`src/design/dcache_consts.svh`:
```
/*
  Size constants for the two-way data cache.
  The tag, offset and index widths must stay consistent with a 32-bit address.
  The round-robin replacement assumes a power-of-two way count.
*/
`ifndef DCACHE_CONSTS_SVH
`define DCACHE_CONSTS_SVH

// associativity
`define DC_WAY_CNT 2

// 64 sets
`define DC_SET_BITS 6

// words per line and byte offset inside a line
`define DC_LINE_WORDS 4
`define DC_OFF_BITS 4

// 32 - set bits - offset bits
`define DC_TAG_BITS 22

// data RAM word index, set plus word-in-line
`define DC_WIDX_BITS 8

`endif

```
`src/design/dcache_pkg.sv`:
```
/*
  Shared types of the data cache and its testbench.
  Addresses are physical; there is no translation.
*/
`include "dcache_consts.svh"

package dcache_pkg;

  typedef enum logic [1:0] {
    OP_READ,
    OP_WRITE,
    OP_INV
  } dc_op_e;

  typedef enum logic [1:0] {
    SZ_B,
    SZ_H,
    SZ_W
  } dc_size_e;

  typedef struct packed {
    logic [31:0] vaddr;
    dc_op_e      op;
    dc_size_e    size;
    logic        sign_ext;
    logic        uncached;
    logic [31:0] wdata;
  } lsu_req_t;

  typedef struct packed {
    logic                    valid;
    logic [`DC_TAG_BITS-1:0] tag;
  } dcache_tag_t;

  // job flags are one-hot, hit_write lasts a single cycle
  typedef struct packed {
    logic                   refill_req;
    logic                   uncached_read;
    logic                   hit_write;
    logic                   mem_write;
    logic                   inv;
    logic [31:0]            addr;
    dc_size_e               size;
    logic [`DC_WAY_CNT-1:0] wsel;
    logic [3:0]             wstrobe;
    logic [31:0]            wdata;
  } rport_state_t;

  typedef struct packed {
    logic        done;
    logic [31:0] rdata;
  } wport_state_t;

  typedef struct packed {
    logic [`DC_WAY_CNT-1:0][3:0]  data_we;
    logic [`DC_WIDX_BITS-1:0]     data_waddr;
    logic [31:0]                  data_wdata;
    logic [`DC_WAY_CNT-1:0]       tag_we;
    logic [`DC_SET_BITS-1:0]      tag_waddr;
    dcache_tag_t                  tag_wdata;
  } wport_wreq_t;

  typedef struct packed {
    logic [31:0] addr;
    logic        write;
    logic [3:0]  wstrobe;
    logic [31:0] wdata;
  } mem_req_t;

  typedef enum logic [2:0] {
    S_NORMAL,
    S_REFILL,
    S_UNCACHED_READ,
    S_MEM_WRITE,
    S_INV,
    S_RESP
  } rport_fsm_e;

  typedef enum logic [1:0] {
    W_IDLE,
    W_MEM_REQ,
    W_MEM_WAIT,
    W_DONE
  } wport_fsm_e;

endpackage

```
`src/design/dcache_rport.sv`:
```
/*
  Load/store pipeline EX -> M1 -> M2 of the data cache.
  Owns only the RAM read side; every RAM write comes from dcache_wport and is snooped.
  M2 stalls the whole pipeline for any job that needs dcache_wport.
*/
`timescale 1ns/1ps
`include "dcache_consts.svh"

module dcache_rport
  import dcache_pkg::*;
(
  input  logic                         clk,
  input  logic                         rst_n,
  input  lsu_req_t                     req_i,
  input  logic                         req_valid_i,
  output logic                         req_ready_o,
  output logic [31:0]                  resp_o,
  output logic                         resp_valid_o,
  input  logic [`DC_WAY_CNT-1:0][31:0] data_rdata_i,
  input  dcache_tag_t [`DC_WAY_CNT-1:0] tag_rdata_i,
  output logic [`DC_WIDX_BITS-1:0]     raddr_o,
  output rport_state_t                 rstate_o,
  input  wport_state_t                 wstate_i,
  input  wport_wreq_t                  wreq_i
);

  lsu_req_t ex_q, m1_q, m2_q;
  logic ex_v_q, m1_v_q, m2_v_q;
  logic stall, stall_q;
  rport_fsm_e fsm_q, fsm_d;
  wport_wreq_t wb_q;
  logic [`DC_WAY_CNT-1:0][31:0] m1_data, m1_data_hold_q;
  dcache_tag_t [`DC_WAY_CNT-1:0] m1_tag, m1_tag_hold_q;
  logic [`DC_WAY_CNT-1:0] m1_hit, hit_q;
  logic [31:0] m1_word, m2_word_q, m2_word_snp, ld_q, ld_word, ld_shift;
  logic [3:0] strobe;
  logic [31:0] wlane;

  function automatic logic [`DC_WIDX_BITS-1:0] widx(input logic [31:0] a);
    return a[`DC_OFF_BITS+`DC_SET_BITS-1:2];
  endfunction

  function automatic logic [31:0] merge(input logic [31:0] old, input logic [3:0] we,
                                        input logic [31:0] nw);
    logic [31:0] r;
    r = old;
    for (int i = 0; i < 4; i++) begin
      if (we[i]) begin
        r[8*i +: 8] = nw[8*i +: 8];
      end
    end
    return r;
  endfunction

  // all three stages advance together
  always_ff @(posedge clk) begin
    if (!rst_n) begin
      ex_v_q <= 1'b0;
      m1_v_q <= 1'b0;
      m2_v_q <= 1'b0;
    end else if (!stall) begin
      ex_v_q <= req_valid_i;
      m1_v_q <= ex_v_q;
      m2_v_q <= m1_v_q;
    end
  end

  always_ff @(posedge clk) begin
    if (!stall) begin
      ex_q <= req_i;
      m1_q <= ex_q;
      m2_q <= m1_q;
    end
  end

  assign req_ready_o = !stall;
  assign raddr_o = widx(ex_q.vaddr);

  // last cycle's write, the RAM read missed it
  always_ff @(posedge clk) begin
    if (!rst_n) begin
      wb_q    <= '0;
      stall_q <= 1'b0;
    end else begin
      wb_q    <= wreq_i;
      stall_q <= stall;
    end
  end

  always_ff @(posedge clk) begin
    m1_data_hold_q <= m1_data;
    m1_tag_hold_q  <= m1_tag;
  end

  // M1 snoop and tag compare
  always_comb begin
    m1_word = '0;
    for (int w = 0; w < `DC_WAY_CNT; w++) begin
      m1_data[w] = stall_q ? m1_data_hold_q[w] : data_rdata_i[w];
      m1_tag[w]  = stall_q ? m1_tag_hold_q[w] : tag_rdata_i[w];
      if (wb_q.data_waddr == widx(m1_q.vaddr)) begin
        m1_data[w] = merge(m1_data[w], wb_q.data_we[w], wb_q.data_wdata);
      end
      if (wreq_i.data_waddr == widx(m1_q.vaddr)) begin
        m1_data[w] = merge(m1_data[w], wreq_i.data_we[w], wreq_i.data_wdata);
      end
      if (wb_q.tag_we[w] && wb_q.tag_waddr == m1_q.vaddr[`DC_OFF_BITS +: `DC_SET_BITS]) begin
        m1_tag[w] = wb_q.tag_wdata;
      end
      if (wreq_i.tag_we[w] && wreq_i.tag_waddr == m1_q.vaddr[`DC_OFF_BITS +: `DC_SET_BITS]) begin
        m1_tag[w] = wreq_i.tag_wdata;
      end
      m1_hit[w] = m1_tag[w].valid && !m1_q.uncached &&
                  m1_tag[w].tag == m1_q.vaddr[31 -: `DC_TAG_BITS];
      m1_word = m1_word | (m1_hit[w] ? m1_data[w] : 32'h0);
    end
  end

  // M2 keeps its hit word current while held
  always_comb begin
    m2_word_snp = m2_word_q;
    for (int w = 0; w < `DC_WAY_CNT; w++) begin
      if (hit_q[w] && wreq_i.data_waddr == widx(m2_q.vaddr)) begin
        m2_word_snp = merge(m2_word_snp, wreq_i.data_we[w], wreq_i.data_wdata);
      end
    end
  end

  always_ff @(posedge clk) begin
    if (!stall) begin
      hit_q     <= m1_hit;
      m2_word_q <= m1_word;
    end else begin
      m2_word_q <= m2_word_snp;
    end
    if (wstate_i.done) begin
      ld_q <= wstate_i.rdata;
    end
  end

  // miss FSM
  always_comb begin
    fsm_d = fsm_q;
    case (fsm_q)
      S_NORMAL: begin
        if (m2_v_q) begin
          if (m2_q.op == OP_INV) begin
            fsm_d = S_INV;
          end else if (m2_q.op == OP_WRITE) begin
            fsm_d = S_MEM_WRITE;
          end else if (m2_q.uncached) begin
            fsm_d = S_UNCACHED_READ;
          end else if (!(|hit_q)) begin
            fsm_d = S_REFILL;
          end
        end
      end
      S_RESP: fsm_d = S_NORMAL;
      default: begin
        if (wstate_i.done) begin
          fsm_d = S_RESP;
        end
      end
    endcase
  end

  always_ff @(posedge clk) begin
    if (!rst_n) begin
      fsm_q <= S_NORMAL;
    end else begin
      fsm_q <= fsm_d;
    end
  end

  assign stall = (fsm_q == S_NORMAL) ? (fsm_d != S_NORMAL) : (fsm_q != S_RESP);

  // store lanes, replicated data lands in every lane
  always_comb begin
    case (m2_q.size)
      SZ_B: begin
        strobe = 4'b0001 << m2_q.vaddr[1:0];
        wlane  = {4{m2_q.wdata[7:0]}};
      end
      SZ_H: begin
        strobe = 4'b0011 << {m2_q.vaddr[1], 1'b0};
        wlane  = {2{m2_q.wdata[15:0]}};
      end
      default: begin
        strobe = 4'b1111;
        wlane  = m2_q.wdata;
      end
    endcase
  end

  always_comb begin
    rstate_o               = '0;
    rstate_o.refill_req    = fsm_q == S_REFILL;
    rstate_o.uncached_read = fsm_q == S_UNCACHED_READ;
    rstate_o.hit_write     = fsm_q == S_NORMAL && m2_v_q && m2_q.op == OP_WRITE && (|hit_q);
    rstate_o.mem_write     = fsm_q == S_MEM_WRITE;
    rstate_o.inv           = fsm_q == S_INV;
    rstate_o.addr          = m2_q.vaddr;
    rstate_o.size          = m2_q.size;
    rstate_o.wsel          = hit_q;
    rstate_o.wstrobe       = strobe;
    rstate_o.wdata         = wlane;
  end

  // load formatting
  assign ld_word  = (fsm_q == S_RESP) ? ld_q : m2_word_q;
  assign ld_shift = ld_word >> {m2_q.vaddr[1:0], 3'b000};

  always_comb begin
    case (m2_q.size)
      SZ_B: resp_o = {{24{m2_q.sign_ext & ld_shift[7]}}, ld_shift[7:0]};
      SZ_H: resp_o = {{16{m2_q.sign_ext & ld_shift[15]}}, ld_shift[15:0]};
      default: resp_o = ld_word;
    endcase
  end

  assign resp_valid_o = m2_v_q && m2_q.op == OP_READ &&
                        ((fsm_q == S_NORMAL && !stall) || fsm_q == S_RESP);

endmodule

```
`config.mk`:
```
export PLATFORM = sky130hd
export DESIGN_NAME = dcache_rport
export DESIGN_NICKNAME = d
export VERILOG_FILES = /design/src/design/dcache_pkg.sv /design/src/design/dcache_rport.sv
export VERILOG_INCLUDE_DIRS = /design/src /design/src/design
export SDC_FILE = /design/constraint.sdc
export NUM_CORES = 1
export LEC_CHECK = 0
export BUFFER_PORTS_ARGS = -buffer_cell sky130_fd_sc_hd__buf_2
export CELL_PAD_IN_SITES_DETAIL_PLACEMENT = 1
export CELL_PAD_IN_SITES_GLOBAL_PLACEMENT = 2
export CORE_MARGIN = 4
export CORE_UTILIZATION = 25
export DETAILED_ROUTE_END_ITERATION = 10
export GPL_TIMING_DRIVEN = 0
export PLACE_DENSITY_LB_ADDON = 0.1
export SLEW_MARGIN = 25
export SYNTH_ARGS = -nofsm -noshare
export SYNTH_HDL_FRONTEND = slang
export SYNTH_SLANG_ARGS = --single-unit
```
`constraint.sdc`:
```
create_clock -name clk -period 14.74 [get_ports clk]
set_input_delay 0.737 -clock clk [delete_from_list [all_inputs] [get_ports clk]]
set_output_delay 0.737 -clock clk [all_outputs]
set_load 0.02 [all_outputs]
```
## After elaboration in Yosys (flattened, before gate mapping)

Index checks and enable logic that the tools add are counted.

- Register bits: 472
- Latch bits: 0
- RAM bits: 0
- Bits in read-only memories: 0
- Output and inout bits: 119
- Memories: 0

- Add/sub/neg operators: 0
- Multiply operators: 0
- Div/mod/pow operators: 0
- Order comparisons: 0
- Equality and inequality tests: 16
- Shift operators: 3
- Muxes and demuxes: 53
- Bitwise logic cells: 3
- Reduce and logical (&&, ||, !) cells: 24

Operators with widths:

| cell | count |
|---|---|
| 32-bit 2-to-1 mux | 12 |
| 8-bit 2-to-1 mux | 24 |
| 23-bit 2-to-1 mux | 6 |
| 32-bit one-hot mux with 2 select lines | 2 |
| 22-bit equality test | 2 |
| 32-bit bitwise OR | 1 |
| 32-bit by 5-bit right shift with 16-bit output | 1 |
| 8-bit equality test | 3 |
| 3-bit 2-to-1 mux | 6 |
| 1-bit logical AND | 16 |
| 6-bit equality test | 2 |
| 4-bit one-hot mux with 2 select lines | 1 |
| 3-bit by 2-bit equality test with 1-bit output (second input constant) | 2 |
| 3-bit equality test (second input constant) | 2 |
| 3-bit one-hot mux with 2 select lines | 1 |
| 2-bit by 1-bit equality test with 1-bit output (second input constant) | 2 |
| 2-bit zero test | 2 |
| 1-bit by 2-bit left shift with 4-bit output (first input constant) | 1 |
| 2-bit by 2-bit left shift with 4-bit output (first input constant) | 1 |
| 3-bit by 1-bit equality test with 1-bit output (second input constant) | 1 |
| 3-bit zero test | 1 |
| 3-bit != test (second input constant) | 1 |
| 3-bit nonzero test | 1 |
| 1-bit AND | 2 |
| 5 further kinds | 6 |

## Longest topological paths before layout

- Word-level depth: 13
- Depth in mapped cells: 13
- Gate-level depth less buffers: 10

## Worst setup path after synthesis

No wires, ideal clock.

- Path kind: register -> register
- Start: register hit_q[1]
- End: register m2_word_q[25]
- Arrival: 8.181 ns
- Path slack: 6.436 ns
- Cell stages (with the launch flop): 12
- Clock period less this slack: 8.304 ns
- Path through: edfxtp_1 nor2_1 nor2_1 nor3_1 o21ai_0 nand2_1 a211o_1 a21o_1 inv_1 clkbuf_1 nor2_1 a211o_1

- Word-level cells in the longest chain between the ends: 10
- Elaborated cells on any way between the ends: 12

Ends and longest elaborated chain:

| what | RTL line | source |
|---|---|---|
| start, declared | dcache_rport.sv:34 | `` logic [`DC_WAY_CNT-1:0] m1_hit, hit_q; `` |
| start signal, assigned | dcache_rport.sv:131 | `hit_q <= m1_hit;` |
| 2-bit OR reduction | dcache_rport.sv:153 | `end else if (!(\|hit_q)) begin` |
| 3-bit 2-to-1 mux | dcache_rport.sv:153 |  |
| 3-bit 2-to-1 mux | dcache_rport.sv:151 | `end else if (m2_q.uncached) begin` |
| 3-bit 2-to-1 mux | dcache_rport.sv:149 | `end else if (m2_q.op == OP_WRITE) begin` |
| 3-bit 2-to-1 mux | dcache_rport.sv:147 | `if (m2_q.op == OP_INV) begin` |
| 3-bit 2-to-1 mux | dcache_rport.sv:146 | `if (m2_v_q) begin` |
| 3-bit one-hot mux with 2 select lines | dcache_rport.sv:144 | `case (fsm_q)` |
| 3-bit nonzero test | dcache_rport.sv:175 | `assign stall = (fsm_q == S_NORMAL) ? (fsm_d != S_NORMAL) : (fsm_q != S_RESP);` |
| 1-bit 2-to-1 mux | dcache_rport.sv:175 |  |
| 32-bit 2-to-1 mux (*) | dcache_rport.sv:130 | `if (!stall) begin` |
| end signal, assigned | dcache_rport.sv:132 | `m2_word_q <= m1_word;` |
| end signal, assigned | dcache_rport.sv:134 | `m2_word_q <= m2_word_snp;` |
| end, declared | dcache_rport.sv:35 | `logic [31:0] m1_word, m2_word_q, m2_word_snp, ld_q, ld_word, ld_shift;` |

Mark *: on every way between the ends. The rest lies on a longest branch, timed or not.
A chain may end at the register's enable or synchronous reset.

## Worst setup path after layout

- Start: register fsm_q[2]
- End: output resp_o[6]

- Word-level cells in the longest chain between the ends: 4

Ends and longest elaborated chain:

| what | RTL line | source |
|---|---|---|
| start, declared | dcache_rport.sv:30 | `rport_fsm_e fsm_q, fsm_d;` |
| start signal, assigned | dcache_rport.sv:171 | `fsm_q <= fsm_d;` |
| 3-bit equality test (*) | dcache_rport.sv:210 | `assign ld_word = (fsm_q == S_RESP) ? ld_q : m2_word_q;` |
| 32-bit 2-to-1 mux (*) | dcache_rport.sv:210 |  |
| 32-bit by 5-bit right shift with 16-bit output | dcache_rport.sv:211 | `assign ld_shift = ld_word >> {m2_q.vaddr[1:0], 3'b000};` |
| 32-bit one-hot mux with 2 select lines (*) | dcache_rport.sv:214 | `case (m2_q.size)` |
| end, declared | dcache_rport.sv:17 | `output logic [31:0] resp_o,` |

Marked as above.

==> run metrics <==
clock sinks 472; DP Area 24250 sq um; CTS Buf Count 57; Async S/R FF share, synth 0%; sequential share of the synthesized area 57.39%; Slew HR 35.51%; Cell Area, Synth 20720 sq um; wire per inst 24.18 um; Pwr Density 227.0 nW/um^2; share of cells above drive strength 1 30.95%; Clock Path Buffers 3; endpoints failing setup 0; hold buffers post-CTS 0; GPL Wtd Cong 0.7998; cell taking the most area after synthesis edfxtp_1; largest net degree at the start of global routing 52; Skew-Pair Late Insertion Delay 0.63 ns; Final WS setup 10.01 ns; port bufs 412; CP arrival 3.99 ns; critical path launch point type flop; peak supply drop 0.1937 mV; #FFs+latches synth 472; most frequent cell after synthesis edfxtp_1; cell count after synthesis 1753; H-tree depth 2; CP Capture Type output port; Synth top area share 35.36%; setup TNS 0 ns; die area 87550 sq um; Worst Hold Class input port to flop; leading post-synthesis cells by cell area edfxtp_1 (35%), dfxtp_1 (22%), mux2i_1 (7.1%); RR Startpoint m1_q[47]; Initial Util 25.23%; dpl hpwl 61450 um; DRT Wirelength 81100 um; initial antenna violation count 14; CP cell instances and2b_1, and2_1, buf_4, buf_2, buf_1, mux2i_1, mux2_2, a21oi_1, nor2_1, a31oi_1, buf_2; CP max stage cell buf_1; post-layout minimum cycle time 4.731 ns; crit path max fanout 10; CP startpoint fsm_q[2]; fin. max-slew vios 0; # IOs 414; grt total ovfl 0; # rows 105; Post-synth top cells edfxtp_1 (244), dfxtp_1 (228), mux2i_1 (147); GRT Overall Usage 17.99%; setup bufs post-CTS 0; LEAKAGE 10.49 nW; Reg2Reg Depth 13; Syn-to-layout area delta 26.21%; Synth cell types 56; Syn. warnings 0; clock skew 0.02976 ns; Via Count 15450; critical path type flop to output port; EDFF count, synth 244; Resized cells post-CTS 0; Buffers & Inverters on Critical Path 4; Max stage delay on crit path 0.52 ns; outcome finished clean; Initial DRT Pass Iterations 5; final instance area 26150 sq um; hold path cells 1; Routed Antenna Nets 0; Hold Vio Cnt, Final 0; Die Wd 295.9 um; Core Area 82110 sq um; Tightest Pin Transition 0.9674 ns; Hold Path Sink ex_q[39]; number of max-cap violations 0; residual DRC count 0; Fillers 9097; Max Freq 211.4 MHz; CTS tree built; final net count 2524; syn_nets 2048; RSZ-0062 raised after global routing no; min-delay src req_i[39]; Final Cycle Share 32.10%; Die H 295.9 um; RR Endpoint m2_word_q[27]; Setup WS pre-CTS 10.02 ns; first-pass GRT wire length 115500 um; most frequent CP cell buf_2; cell family with most CP delay buffers and inverters; Avg Vias per Cell 4.607; Mapped Avg Cell Area 11.82 sq um; CTS root buf clkbuf_16; Critical Path RT 14.00 ns; R2R Setup Slk 10.14 ns; Finished Core Util 31.85%; CP Depth 11; initial DRC count 789; vias in the first global route 16840; ys flop type edfxtp_1; Worst-path clk slew 0.07 ns
==> worst register-to-register path, delay by kind of cell, from the launching register on <==
kind / cells / cell delay, ns
AND/OR/NAND/NOR: 4 / 1.52
XOR/XNOR: 2 / 0.30
AO/OA/AOI/OAI: 3 / 0.60
buffers and inverters: 4 / 1.72
flip-flops: 1 / 0.40
==> state kept, by name, summed over array words and instances, names as in the netlist, 34 cells and up <==
| register | cells |
|---|---|
| ex_q | 62 |
| m1_data_hold_q | 64 |
| m1_q | 70 |
| m1_tag_hold_q | 46 |
| m2_q | 36 |
| rstate_o | 34 |
| wb_q | 79 |
==> area by class of cell <==
| type | instances | area, sq um | area share (%) |
|---|---|---|---|
| Inverter | 34 | 127.6 | 0.4880 |
| Sequential cell | 472 | 11890 | 45.47 |
| Multi-Input combinational cell | 1087 | 7825 | 29.92 |
| Clock inverter | 25 | 276.5 | 1.057 |
| Tap cell | 1070 | 1339 | 5.120 |
| Antenna cell | 6 | 15.01 | 0.05742 |
| Clock buffer | 83 | 1605 | 6.139 |
| Timing Repair Buffer | 417 | 2185 | 8.354 |
| Buffer | 160 | 885.9 | 3.388 |
==> how the worst max path moves through the flow <==
stage,end,slack (ns)
floorplan,m2_word_q[25],6.44
global placement,req_ready_o,2.04
detailed placement,m2_word_q[24],10.02
CTS,resp_o[6],9.92
global route,resp_o[6],9.63
finish,resp_o[6],10.01
==> per-stage QoR <==
stage	instances	power, mW	hold slack [ns]
after floorplan	1753	3.658	0.4003
after global placement	3235	4.233	0.4004
after detailed placement	3240	4.577	0.4056
after CTS	3348	6.045	0.2356
after global routing	3353	6.280	0.2462
final	3354	5.936	0.2818
==> logic make-up (layout without fill, tap and decap cells) <==
group / Yosys count / after routing / synth area share, %
compound gates: 292 / 292 / 9.167
xor+xnor: 80 / 80 / 3.925
buf+inv: 194 / 719 / 4.867
flops: 472 / 472 / 57.39
mux: 235 / 235 / 11.94
other cells: 0 / 6 / 0
simple gates: 480 / 480 / 12.71
==> layout by cell type, fill, tap and decap left out, types with 5 or more instances in the layout <==
cell type	count
nor2_1	126
and4_1	34
a211o_1	33
clkinv_2	12
a222oi_1	7
nand4b_1	22
clkbuf_1	92
o22ai_1	42
a21oi_1	81
xnor2_1	46
buf_1	10
nor2b_1	34
clkbuf_16	58
buf_6	9
edfxtp_1	244
inv_1	34
dfxtp_1	228
o21ai_0	63
or3_1	22
xor2_1	28
diode_2	6
a221oi_1	19
mux2i_1	147
xnor2_4	6
nand3_1	6
nand4_1	10
nor3_1	25
a31oi_1	7
clkbuf_8	6
mux2_2	86
nand2_1	91
bufinv_16	5
a31o_2	19
buf_4	52
and2_1	87
buf_2	425
==> where the power goes <==
part           leakage [nW]  total [mW]  internal, mW  switching, mW
combinational          5.21        2.20         0.741           1.46
clock                 0.921        1.44         0.843          0.593
sequential             4.36        2.30          2.10          0.198
total                  10.5        5.94          3.68           2.25
==> metal layers <==
metal | up-vias | part of all wire [%] | global-route usage [%]
met5 | - | 0.0086 | 0
met4 | 2 | 2.5 | 4.421
met3 | 121 | 4.1 | 2.816
met2 | 350 | 51 | 32.43
met1 | 7693 | 43 | 22.53
li1 | 7287 | - | -
Note: power is estimated with default switching activity, not from simulation.
