==> src/design/dcache_consts.svh <==
/*
  Size constants for the two-way data cache.
  The tag, offset and index widths must stay consistent with a 32-bit address.
  The round-robin replacement assumes a power-of-two way count.
*/
`ifndef DCACHE_CONSTS_SVH
`define DCACHE_CONSTS_SVH

// associativity
`define DC_WAY_CNT 2

// 64 sets
`define DC_SET_BITS 6

// words per line and byte offset inside a line
`define DC_LINE_WORDS 4
`define DC_OFF_BITS 4

// 32 - set bits - offset bits
`define DC_TAG_BITS 22

// data RAM word index, set plus word-in-line
`define DC_WIDX_BITS 8

`endif

==> src/design/dcache_pkg.sv <==
/*
  Shared types of the data cache and its testbench.
  Addresses are physical; there is no translation.
*/
`include "dcache_consts.svh"

package dcache_pkg;

  typedef enum logic [1:0] {
    OP_READ,
    OP_WRITE,
    OP_INV
  } dc_op_e;

  typedef enum logic [1:0] {
    SZ_B,
    SZ_H,
    SZ_W
  } dc_size_e;

  typedef struct packed {
    logic [31:0] vaddr;
    dc_op_e      op;
    dc_size_e    size;
    logic        sign_ext;
    logic        uncached;
    logic [31:0] wdata;
  } lsu_req_t;

  typedef struct packed {
    logic                    valid;
    logic [`DC_TAG_BITS-1:0] tag;
  } dcache_tag_t;

  // job flags are one-hot, hit_write lasts a single cycle
  typedef struct packed {
    logic                   refill_req;
    logic                   uncached_read;
    logic                   hit_write;
    logic                   mem_write;
    logic                   inv;
    logic [31:0]            addr;
    dc_size_e               size;
    logic [`DC_WAY_CNT-1:0] wsel;
    logic [3:0]             wstrobe;
    logic [31:0]            wdata;
  } rport_state_t;

  typedef struct packed {
    logic        done;
    logic [31:0] rdata;
  } wport_state_t;

  typedef struct packed {
    logic [`DC_WAY_CNT-1:0][3:0]  data_we;
    logic [`DC_WIDX_BITS-1:0]     data_waddr;
    logic [31:0]                  data_wdata;
    logic [`DC_WAY_CNT-1:0]       tag_we;
    logic [`DC_SET_BITS-1:0]      tag_waddr;
    dcache_tag_t                  tag_wdata;
  } wport_wreq_t;

  typedef struct packed {
    logic [31:0] addr;
    logic        write;
    logic [3:0]  wstrobe;
    logic [31:0] wdata;
  } mem_req_t;

  typedef enum logic [2:0] {
    S_NORMAL,
    S_REFILL,
    S_UNCACHED_READ,
    S_MEM_WRITE,
    S_INV,
    S_RESP
  } rport_fsm_e;

  typedef enum logic [1:0] {
    W_IDLE,
    W_MEM_REQ,
    W_MEM_WAIT,
    W_DONE
  } wport_fsm_e;

endpackage

==> src/design/dcache_wport.sv <==
/*
  Single write port of the data cache and master of the memory bus.
  One memory read outstanding at a time; a refill fetches words 0..3 in order.
  The victim comes from a per-set round-robin counter, invalid ways are not preferred.
*/
`timescale 1ns/1ps
`include "dcache_consts.svh"

module dcache_wport
  import dcache_pkg::*;
(
  input  logic         clk,
  input  logic         rst_n,
  input  rport_state_t rstate_i,
  output wport_state_t wstate_o,
  output wport_wreq_t  wreq_o,
  output mem_req_t     mem_req_o,
  output logic         mem_req_valid_o,
  input  logic         mem_req_ready_i,
  input  logic [31:0]  mem_rdata_i,
  input  logic         mem_rvalid_i
);

  localparam int VB = $clog2(`DC_WAY_CNT);
  localparam int BEAT_BITS = $clog2(`DC_LINE_WORDS);

  wport_fsm_e state_q, state_d;
  logic [BEAT_BITS-1:0] beat_q;
  logic [(1<<`DC_SET_BITS)-1:0][VB-1:0] rr_q;
  logic [31:0] rdata_q;
  logic [`DC_SET_BITS-1:0] set;
  logic last_beat, refill_beat;

  assign set = rstate_i.addr[`DC_OFF_BITS +: `DC_SET_BITS];
  assign last_beat = beat_q == BEAT_BITS'(`DC_LINE_WORDS - 1);
  assign refill_beat = state_q == W_MEM_WAIT && mem_rvalid_i && rstate_i.refill_req;

  always_comb begin
    state_d = state_q;
    case (state_q)
      W_IDLE: begin
        // hit_write needs only the RAM write below
        if (rstate_i.inv) begin
          state_d = W_DONE;
        end else if (rstate_i.refill_req || rstate_i.uncached_read || rstate_i.mem_write) begin
          state_d = W_MEM_REQ;
        end
      end
      W_MEM_REQ: begin
        if (mem_req_ready_i) begin
          state_d = rstate_i.mem_write ? W_DONE : W_MEM_WAIT;
        end
      end
      W_MEM_WAIT: begin
        if (mem_rvalid_i) begin
          state_d = (rstate_i.refill_req && !last_beat) ? W_MEM_REQ : W_DONE;
        end
      end
      default: state_d = W_IDLE;
    endcase
  end

  always_ff @(posedge clk) begin
    if (!rst_n) begin
      state_q <= W_IDLE;
      beat_q  <= '0;
      rr_q    <= '0;
    end else begin
      state_q <= state_d;
      if (state_q == W_IDLE) begin
        beat_q <= '0;
      end else if (refill_beat) begin
        beat_q <= beat_q + 1'b1;
      end
      if (refill_beat && last_beat) begin
        rr_q[set] <= rr_q[set] + 1'b1;
      end
    end
  end

  // keep the word the load asked for
  always_ff @(posedge clk) begin
    if (state_q == W_MEM_WAIT && mem_rvalid_i &&
        (rstate_i.uncached_read || beat_q == rstate_i.addr[BEAT_BITS+1:2])) begin
      rdata_q <= mem_rdata_i;
    end
  end

  assign wstate_o.done  = state_q == W_DONE;
  assign wstate_o.rdata = rdata_q;

  // RAM writes
  always_comb begin
    wreq_o = '0;
    wreq_o.data_waddr = {set, rstate_i.refill_req ? beat_q : rstate_i.addr[BEAT_BITS+1:2]};
    wreq_o.data_wdata = rstate_i.refill_req ? mem_rdata_i : rstate_i.wdata;
    wreq_o.tag_waddr  = set;
    wreq_o.tag_wdata.valid = !rstate_i.inv;
    wreq_o.tag_wdata.tag   = rstate_i.addr[31 -: `DC_TAG_BITS];
    for (int w = 0; w < `DC_WAY_CNT; w++) begin
      if (state_q == W_IDLE && rstate_i.hit_write && rstate_i.wsel[w]) begin
        wreq_o.data_we[w] = rstate_i.wstrobe;
      end
      if (refill_beat && rr_q[set] == VB'(w)) begin
        wreq_o.data_we[w] = 4'b1111;
        // tag goes in with the final word
        wreq_o.tag_we[w] = last_beat;
      end
      if (state_q == W_IDLE && rstate_i.inv) begin
        wreq_o.tag_we[w] = 1'b1;
      end
    end
  end

  // memory bus, request fields are stable while the job flag is held
  always_comb begin
    if (rstate_i.refill_req) begin
      mem_req_o.addr = {rstate_i.addr[31:`DC_OFF_BITS], beat_q, 2'b00};
    end else begin
      mem_req_o.addr = {rstate_i.addr[31:2], 2'b00};
    end
    mem_req_o.write   = rstate_i.mem_write;
    mem_req_o.wstrobe = rstate_i.wstrobe;
    mem_req_o.wdata   = rstate_i.wdata;
  end

  assign mem_req_valid_o = state_q == W_MEM_REQ;

endmodule

==> config.mk <==
export PLATFORM = sky130hd
export DESIGN_NAME = dcache_wport
export DESIGN_NICKNAME = d
export VERILOG_FILES = /design/src/design/dcache_pkg.sv /design/src/design/dcache_wport.sv
export VERILOG_INCLUDE_DIRS = /design/src /design/src/design
export SDC_FILE = /design/constraint.sdc
export NUM_CORES = 1
export LEC_CHECK = 0
export BUFFER_PORTS_ARGS = -buffer_cell sky130_fd_sc_hd__buf_2
export CORE_ASPECT_RATIO = 0.6
export CORE_MARGIN = 3
export CORE_UTILIZATION = 50
export DETAILED_ROUTE_END_ITERATION = 12
export MAX_ROUTING_LAYER = met4
export PLACE_DENSITY_LB_ADDON = 0.1
export SYNTH_ARGS = -nofsm -noshare
export SYNTH_HDL_FRONTEND = slang
export SYNTH_SLANG_ARGS = --single-unit
==> constraint.sdc <==
create_clock -name clk -period 4 [get_ports clk]
set_clock_uncertainty 0.1 [all_clocks]
set_input_delay 0.8 -clock clk [delete_from_list [all_inputs] [get_ports clk]]
set_output_delay 0.8 -clock clk [all_outputs]
set_load 0.02 [all_outputs]
## Word-level counts from Yosys, hierarchy flattened

Index checks and enable logic that the tools add are counted.

| storage, ports and cells | value |
|---|---|
| register bits | 100 |
| input port bits | 113 |
| output and inout port bits | 182 |
| word-level logic and storage cells | 124 |

| cells by class | value |
|---|---|
| $add $sub $neg | 2 |
| order comparisons | 2 |
| equal/unequal tests | 8 |
| muxes and demuxes | 23 |
| bitwise operators | 2 |
| reduce and logical (&&, ||, !) cells | 20 |

Operators by type and width:

| cell | number |
|---|---|
| $bwmux W64 | 1 |
| $mux W32 | 1 |
| $mux W4 | 5 |
| $logic_and A1 B1 Y1 | 12 |
| $mux W2 | 6 |
| $lt A6 B7 Y1 const B | 1 |
| $mux W1 | 7 |
| $bmux W1 S6 | 1 |
| $demux W1 S6 | 1 |
| $eq A2 B2 Y1 const B | 3 |
| $ge A6 B1 Y1 const B | 1 |
| $pmux W2 S3 | 1 |
| $logic_or A1 B1 Y1 | 3 |
| $ne A3 B3 Y1 const B | 1 |
| $reduce_and A3 Y1 | 1 |
| $add A2 B1 Y2 const B | 1 |
| $eq A2 B1 Y1 const B | 1 |
| $eq A2 B2 Y1 | 1 |
| $logic_not A1 Y1 | 2 |
| $logic_not A2 Y1 | 1 |
| $ne A2 B1 Y1 const B | 1 |
| $ne A2 B2 Y1 const B | 1 |
| $not A1 Y1 | 2 |
| $reduce_or A2 Y1 | 1 |
| $add A1 B1 Y1 const B | 1 |

## Depth between registers and ports, before layout

Gate-level depths: netlist of run 1.

| logic depth | value |
|---|---|
| depth in word-level cells | 6 |
| gate-level depth with buffers | 10 |
| gate-level depth less buffers | 6 |

## Worst setup path before layout of run 1

Ideal clock, no wire load.

| timing path | value |
|---|---|
| path kind | input-to-output |
| from | input rstate_i[44] (netlist name) |
| to | output wreq_o[29] (netlist name) |
| data arrival time | 2.455 ns |
| data required time | 3.100 ns |
| setup slack | 0.645 ns |
| stages on the path | 9 |
| buffers on the path | 3 |
| cell sequence | buf_6 buf_6 and2_1 a221oi_1 a21oi_1 o21bai_2 buf_6 nand4_1 o21ai_0 |

RTL lines:

| what | line | text |
|---|---|---|
| start: declaration | dcache_wport.sv:14 | `input rport_state_t rstate_i,` |
| end: declaration | dcache_wport.sv:16 | `output wport_wreq_t wreq_o,` |

==> results of run 1 <==
[repair_timing]
action	CTS	global route
hold buffers	0	0
resized for setup	0	1
endpoints found under the setup margin	0	4
[through the flow]
| stage | std cells | setup WS [ns] | hold WS, ns |
|---|---|---|---|
| 4_1_cts | 926 | 0.1859 | 0.3688 |
| 2_1_floorplan | 663 | 0.6446 | 0.3427 |
| 5_1_grt | 926 | 0.06807 | 0.3917 |
| 3_5_place_dp | 910 | 0.1923 | 0.3587 |
| 6_report | 926 | 0.2017 | 0.3666 |
| 3_3_place_gp | 910 | 0.2143 | 0.3492 |
[per-layer routing]
layer | global-route usage | up-vias | share of wire
li1 | - | 2434 | -
met1 | 0.3394 | 2450 | 0.45
met2 | 0.3902 | 178 | 0.47
met3 | 0.05526 | 55 | 0.064
met4 | 0.07610 | 0 | 0.018
met5 | - | - | 0
[power by group]
part | switching [W] | internal [W] | leakage (nW)
registers | 0.0000133 | 0.00107 | 0.838
clock network | 0.000407 | 0.000432 | 0.132
logic | 0.000292 | 0.000162 | 1.84
[how the worst max path moves through the flow]
| stage | from | to |
|---|---|---|
| floorplan | rstate_i[44] | wreq_o[29] |
| global route | rstate_i[45] | wreq_o[75] |
| global placement | rstate_i[46] | wreq_o[29] |
| detailed placement | rstate_i[46] | wreq_o[75] |
| finish | rstate_i[45] | wreq_o[29] |
| CTS | rstate_i[46] | wreq_o[75] |
[layout by cell type, fill, tap and decap left out, drive strengths merged, types with 2 or more instances in the layout]
| cell type | netlist | routed |
|---|---|---|
| nor3b | 2 | 2 |
| o21ai | 25 | 25 |
| o21a | 3 | 3 |
| inv | 4 | 7 |
| a221oi | 2 | 2 |
| o21bai | 18 | 18 |
| and3 | 5 | 5 |
| and2 | 3 | 3 |
| a22oi | 6 | 6 |
| conb | 1 | 2 |
| clkbuf | 17 | 10 |
| nor2 | 56 | 56 |
| nand3 | 9 | 9 |
| nand3b | 3 | 3 |
| nand4 | 3 | 3 |
| dfxtp | 68 | 68 |
| a21oi | 16 | 16 |
| buf | 138 | 241 |
| nor2b | 3 | 3 |
| mux2 | 44 | 44 |
| clkinvlp | 0 | 3 |
| o22ai | 34 | 34 |
| or3b | 2 | 2 |
| edfxtp | 32 | 32 |
| a31oi | 3 | 3 |
| mux2i | 8 | 8 |
| o311a | 16 | 16 |
| nand2 | 99 | 99 |
| mux4 | 4 | 4 |
| xnor2 | 3 | 3 |
| and4 | 5 | 5 |
| a21boi | 16 | 16 |
[worst max-delay path: stages]
cell and delay, ns:
buf_2 0.32, mux2_2 0.40, a32oi_1 0.21, o211a_1 0.17, o22a_1 0.29, nand4_1 0.12
o21ai_0 0.31, buf_2 0.25
[logic make-up after synthesis]
family / synth area share
and+or+nand+nor: 0.1448
buffers and inverters: 0.1770
AOI/OAI and AO/OA: 0.1944
DFF: 0.3708
muxes: 0.1063
xor gates and xnor gates: 0.004196
adders and majority gates: 0.001997
other: 0.0005987
[layout make-up]
class	count	area [µm²]	area share
inverter	4	15.01	0.002164
clock buffer	9	225.2	0.03246
multi-input combinational	404	2839	0.4092
timing repair buffer	242	1276	0.1839
clock inverter	7	60.06	0.008656
sequential	100	2322	0.3347
tap	160	200.2	0.02885
[registers in the layout, indices dropped and copies added (netlist names)]
| name | count |
|---|---|
| rdata_q | 32 |
| state_q | 2 |
| beat_q | 2 |
| rr_q | 64 |
==> flow_summary.json, run 1 <==
{
  "rr_worst_depth": 7,
  "r2r-end": "rr_q[7]",
  "fill_cells": 1016,
  "routed_wl_mm": 18.00,
  "io_pins": 295,
  "min_from": "rr_q[63]",
  "regToRegStartpoint": "state_q[1]",
  "arrival_ns": 2.90,
  "fin_area_um2": 6938,
  "path_clk_slew_ns": 0.07,
  "synth_flop_cell": "dfxtp_1",
  "rows": 30,
  "port_buffers": 222,
  "clockBufferDepth": 2,
  "drtIter0Drc": 286,
  "viasPerCell": 5.526,
  "setup_viol": 0,
  "tightest_slew_ns": 0.9265,
  "crit_type": "in2out",
  "finalNetCount": 875,
  "clock_sinks": 100,
  "p_total_w": 0.002375,
  "clock_latency_ns": 0.35,
  "drt-wirelength-per-cell_um": 19.43,
  "drive_above_1_share": 0.4556,
  "synth_top_area_share": 0.2173,
  "cp.required_ns": 3.10,
  "tns_ns": 0,
  "r2r_slack_ns": 1.46,
  "cts_root_buf": "clkbuf_16",
  "syn-instance-count": 662,
  "syn_avg_cell_area_um2": 9.461,
  "core_um2": 11750,
  "die-area_um2": 13950,
  "critPathLaunchType": "primary input",
  "irDropWorstVdd_v": 0.0001811,
  "dpl.hpwl_mm": 13.58,
  "cts_tree": "built",
  "synth.distinct_cells": 58,
  "synth_most_common_cell": "buf_4",
  "synth_seq_cells": 100,
  "leakagePower_nw": 2.806,
  "yosys.area.top_type": "dfxtp_1",
  "holdPathEnd": "rr_q[63]",
  "fp.dieW_um": 150.5,
  "antenna_found_initial": 0,
  "hp-class": "reg2reg",
  "powerDensity_nw_per_um2": 342.3,
  "fin_crit_sh": 0.9496,
  "slew_headroom": 0.3823,
  "gp_congestion": 0.8519,
  "drt_first_pass_iters": 4,
  "numCtsBuffers": 9,
  "die_h_um": 92.70,
  "synth_warnings": 0,
  "antenna_left": 0,
  "grt_pass1_vias": 5001,
  "rsz0062_at_grt": "false",
  "yosys-top-cells-area": "dfxtp_1 (22%), edfxtp_1 (15%), buf_4 (13%), mux2_2 (7.9%), o22ai_2 (6.0%)",
  "maxCapViolCount": 0,
  "synth_commonest_cells": "buf_4 (107), nand2_1 (99), dfxtp_1 (68)",
  "endpoint_kind": "output port",
  "placed_cell_area_um2": 6650,
  "synth_edf_count": 32,
  "synth_async_sr_flop_share": 0,
  "slew_violations": 0,
  "synth_area_um2": 6264,
  "initial_utilization": 0.5331,
  "hold_viol": 0,
  "drc_errors": 0,
  "vias": 5117,
  "grt_pass1_wl_mm": 26.99,
  "syn_to_final_growth_pct": 10.77,
  "final_util": 0.5905,
  "timing.fmax_ghz": 0.2633,
  "fin_crit_ns": 3.798,
  "gr-total-overflow": 0,
  "status": "finished clean",
  "grt_max_degree": 100,
  "cts_post_setup_buffers_inserted": 0,
  "min_path_cells": 2,
  "antenna_cells": 0,
  "crit_fanout": 17,
  "gr-usage-all-layers": 0.2545,
  "h-tree-depth": 3,
  "seq_area_frac_synth": 0.3708
}
Power figures use the tool's default switching activity.
==> inputs of run 2 (changes only) <==
- CORE_MARGIN: 3 -> unset
==> flow_summary.json, run 2 (same netlist as run 1, synthesis figures left out) <==
{
  "status": "finished clean",
  "antenna_cells": 0,
  "core_um2": 12140,
  "leakagePower_nw": 2.816,
  "endpoint_kind": "output port",
  "rsz0062_at_grt": "false",
  "path_clk_slew_ns": 0.07,
  "largest_reg_flops": 64,
  "crit_type": "in2out",
  "slew_headroom": 0.5187,
  "port_buffers": 222,
  "fin_crit_ns": 3.720,
  "final_util": 0.5732,
  "cts_hold_buffers": 0,
  "cp.required_ns": 3.10,
  "fp.dieW_um": 146.5,
  "p_total_w": 0.002452,
  "fill_cells": 1101,
  "maxCapViolCount": 0,
  "grt_pass1_vias": 4539,
  "critical_path.endpoint": "wreq_o[76]",
  "h-tree-depth": 3,
  "rows": 31,
  "arrival_ns": 2.82,
  "tightest_slew_ns": 0.7199,
  "cts_resized": 0,
  "drive_above_1_share": 0.4528,
  "tns_ns": 0,
  "hold_viol": 0,
  "regToRegStartpoint": "state_q[1]",
  "cts_post_setup_buffers_inserted": 0,
  "crit_start": "rstate_i[45]",
  "final_cell_mix": "buf_2 (222), nand2_1 (99), dfxtp_1 (68), nor2_1 (55), mux2_2 (44)",
  "viasPerCell": 5.494,
  "gr-usage-all-layers": 0.2546,
  "r2r-end": "rr_q[30]",
  "clock_sinks": 100,
  "cts_root_buf": "clkbuf_16",
  "setup_viol": 0,
  "numCtsBuffers": 9,
  "clockBufferDepth": 2,
  "drt-wirelength-per-cell_um": 17.84,
  "initial_utilization": 0.5159,
  "syn_to_final_growth_pct": 11.11,
  "r2r_slack_ns": 1.31,
  "largest-register": "rr_q",
  "die-area_um2": 12990,
  "final_common_cell": "buf_2",
  "die_h_um": 88.70,
  "gp_congestion": 0.7901,
  "antenna_found_initial": 0,
  "slew_violations": 0,
  "antenna_left": 0,
  "vias": 5093,
  "fin_area_um2": 6959,
  "critPathLaunchType": "primary input",
  "routed_wl_mm": 16.54,
  "fin_crit_sh": 0.9299,
  "crit_fanout": 14,
  "irDropWorstVdd_v": 0.0002298,
  "timing.fmax_ghz": 0.2688,
  "drtIter0Drc": 266,
  "finalNetCount": 871,
  "drc_errors": 0,
  "drt_first_pass_iters": 5,
  "hp-class": "reg2reg",
  "clock_latency_ns": 0.35,
  "powerDensity_nw_per_um2": 352.4,
  "placed_cell_area_um2": 6639,
  "top_regs": "rr_q (64), rdata_q (32)",
  "cts_tree": "built",
  "dpl.hpwl_mm": 12.17,
  "rr_worst_depth": 6,
  "hold_ws_ns": 0.3777,
  "io_pins": 295,
  "gr-total-overflow": 0,
  "grt_pass1_wl_mm": 24.44,
  "grt_max_degree": 61
}
==> run 2: cell type report <==
class | count | area (µm²) | share of cell area
Tap cell | 165 | 206.4 | 0.02967
Multi-Input combinational cell | 404 | 2839 | 0.4079
Inverter | 4 | 15.01 | 0.002157
Clock buffer | 9 | 225.2 | 0.03236
Sequential cell | 100 | 2322 | 0.3337
Clock inverter | 7 | 95.09 | 0.01366
Timing Repair Buffer | 238 | 1256 | 0.1805
==> run 2: metrics by stage <==
step	instances	setup slack, ns
finish	927	0.2803
global route	927	0.1691
CTS	927	0.2822
detailed placement	911	0.2899
global placement	911	0.3017
floorplan	663	0.6446
==> run 2: where the power goes <==
group / switching (W) / total [W] / internal, W
clock: 0.000421 / 0.000924 / 0.000503
combinational: 0.000286 / 0.000447 / 0.000161
sequential: 0.0000132 / 0.00108 / 0.00107
==> run 2: worst min path at each step <==
| stage | from | end | slack, ns | cells past startpoint |
|---|---|---|---|---|
| after global routing | rr_q[6] | rr_q[6] | 0.40 | 2 |
| after CTS | rr_q[63] | rr_q[63] | 0.38 | 2 |
| final | rr_q[63] | rr_q[63] | 0.38 | 2 |
| after detailed placement | rr_q[63] | rr_q[63] | 0.37 | 2 |
| after global placement | rr_q[63] | rr_q[63] | 0.35 | 2 |
| after floorplan | rr_q[62] | rr_q[62] | 0.34 | 2 |
==> run 2: per-layer routing <==
metal | routed length (µm) | GRT usage | up-vias
met5 | 0 | - | -
met4 | 261 | 0.07292 | 0
met3 | 920 | 0.04536 | 38
met2 | 7534 | 0.3792 | 199
met1 | 7823 | 0.3534 | 2428
li1 | - | - | 2428
==> run 2: worst max-delay path: stages <==
cell	delay, ns
buf_2	0.21
buf_4	0.20
nor2_1	0.41
a221o_1	0.23
o21ai_0	0.07
a21o_2	0.26
and3_1	0.22
a21oi_1	0.20
buf_2	0.21
==> inputs of run 3 (changes only) <==
- CORE_UTILIZATION: 50 -> 51
==> flow_summary.json, run 3 (same netlist as run 1, synthesis figures left out) <==
{
  "h-tree-depth": 3,
  "drt_first_pass_iters": 5,
  "placed_cells": 902,
  "worst_slack_ns": 0.1603,
  "hold_viol": 0,
  "cp.required_ns": 3.10,
  "status": "finished clean",
  "timing.fmax_ghz": 0.2604,
  "io_pins": 295,
  "hp-class": "reg2reg",
  "critPathLaunchType": "primary input",
  "clock_sinks": 100,
  "initial_utilization": 0.5383,
  "drc_errors": 0,
  "routed_wl_mm": 17.12,
  "drtIter0Drc": 458,
  "drive_above_1_share": 0.4472,
  "port_buffers": 222,
  "cts_root_buf": "clkbuf_16",
  "antenna_left": 0,
  "rows": 30,
  "antenna_found_initial": 0,
  "path_clk_slew_ns": 0.07,
  "vias": 5126,
  "cts_resized": 0,
  "irDropWorstVdd_v": 0.0001904,
  "tightest_slew_ns": 0.9446,
  "gp_congestion": 0.7944,
  "powerDensity_nw_per_um2": 349.7,
  "final_cell_mix": "buf_2 (221), nand2_1 (99), dfxtp_1 (68), nor2_1 (55), mux2_2 (44)",
  "slew_violations": 0,
  "fp.dieW_um": 145.1,
  "cts_tree": "built",
  "leakagePower_nw": 2.775,
  "finalNetCount": 867,
  "tns_ns": 0,
  "grt_max_degree": 100,
  "largest-register": "rr_q",
  "die-area_um2": 12740,
  "setup_viol": 0,
  "top_regs": "rr_q (64), rdata_q (32)",
  "viasPerCell": 5.584,
  "placed_cell_area_um2": 6578,
  "antenna_cells": 0,
  "fin_crit_ns": 3.840,
  "gr-total-overflow": 0,
  "final_common_cell": "buf_2",
  "cts_post_setup_buffers_inserted": 0,
  "numCtsBuffers": 9,
  "core_um2": 11640,
  "syn_to_final_growth_pct": 9.748,
  "dp_slack_ns": 0.1783,
  "arrival_ns": 2.94,
  "slew_headroom": 0.3703,
  "rsz0062_at_grt": "false",
  "stdcell_count": 918,
  "dpl.hpwl_mm": 12.46,
  "final_util": 0.5908,
  "crit_fanout": 19,
  "fin_crit_sh": 0.9599,
  "grt_pass1_wl_mm": 25.03,
  "crit_type": "in2out",
  "grt_pass1_vias": 4565,
  "endpoint_kind": "output port",
  "die_h_um": 87.84,
  "cts_hold_buffers": 0,
  "gr-usage-all-layers": 0.2633,
  "clock_latency_ns": 0.35,
  "drt-wirelength-per-cell_um": 18.65,
  "fill_cells": 1012,
  "clockBufferDepth": 2,
  "fin_area_um2": 6874,
  "maxCapViolCount": 0,
  "largest_reg_flops": 64
}
-- run 3: per-layer routing --
metal / vias up / wire, µm / part of all wire / track usage
met2: 183 / 8011 / 0.47 / 0.4012
li1: 2415 / - / - / -
met5: - / 0 / 0 / -
met4: 0 / 335 / 0.020 / 0.08134
met3: 45 / 1011 / 0.059 / 0.05000
met1: 2483 / 7764 / 0.45 / 0.3556
-- run 3: worst max-delay path, cell delays in order --
cell	delay [ns]
buf_2	0.37
mux4_2	0.56
mux2i_1	0.24
o22a_1	0.36
nand4_4	0.17
o21ai_1	0.22
buf_2	0.20
-- run 3: power by group --
part           internal [W]  switching [W]
Combinational      0.000156       0.000284
Sequential          0.00107      0.0000134
Clock              0.000489       0.000392
Total               0.00171       0.000690
-- run 3: layout make-up --
| type | instances | area (µm²) | share of cell area |
|---|---|---|---|
| clock inverters | 5 | 61.31 | 0.008919 |
| multi-input cells | 404 | 2839 | 0.4130 |
| inverters | 4 | 15.01 | 0.002184 |
| repair buffers | 234 | 1204 | 0.1751 |
| flip-flops and latches | 100 | 2322 | 0.3378 |
| well taps | 160 | 200.2 | 0.02912 |
| clock buffers | 11 | 232.7 | 0.03386 |
-- run 3: worst paths after layout --
check | start | to | slack [ns] | cells after the start
worst max-delay path | rstate_i[44] | wreq_o[73] | 0.16 | 7
worst min-delay path | rr_q[62] | rr_q[62] | 0.38 | 2
worst max register to register | state_q[1] | rr_q[7] | 1.31 | 6
worst min register to register | rr_q[62] | rr_q[62] | 0.38 | 2
-- run 3: through the flow --
stage	hold WS (ns)	power, W
floorplan	0.3427	0.001488
global placement	0.3512	0.001535
detailed placement	0.3656	0.001544
CTS	0.3749	0.002420
global route	0.4011	0.002491
finish	0.3762	0.002404
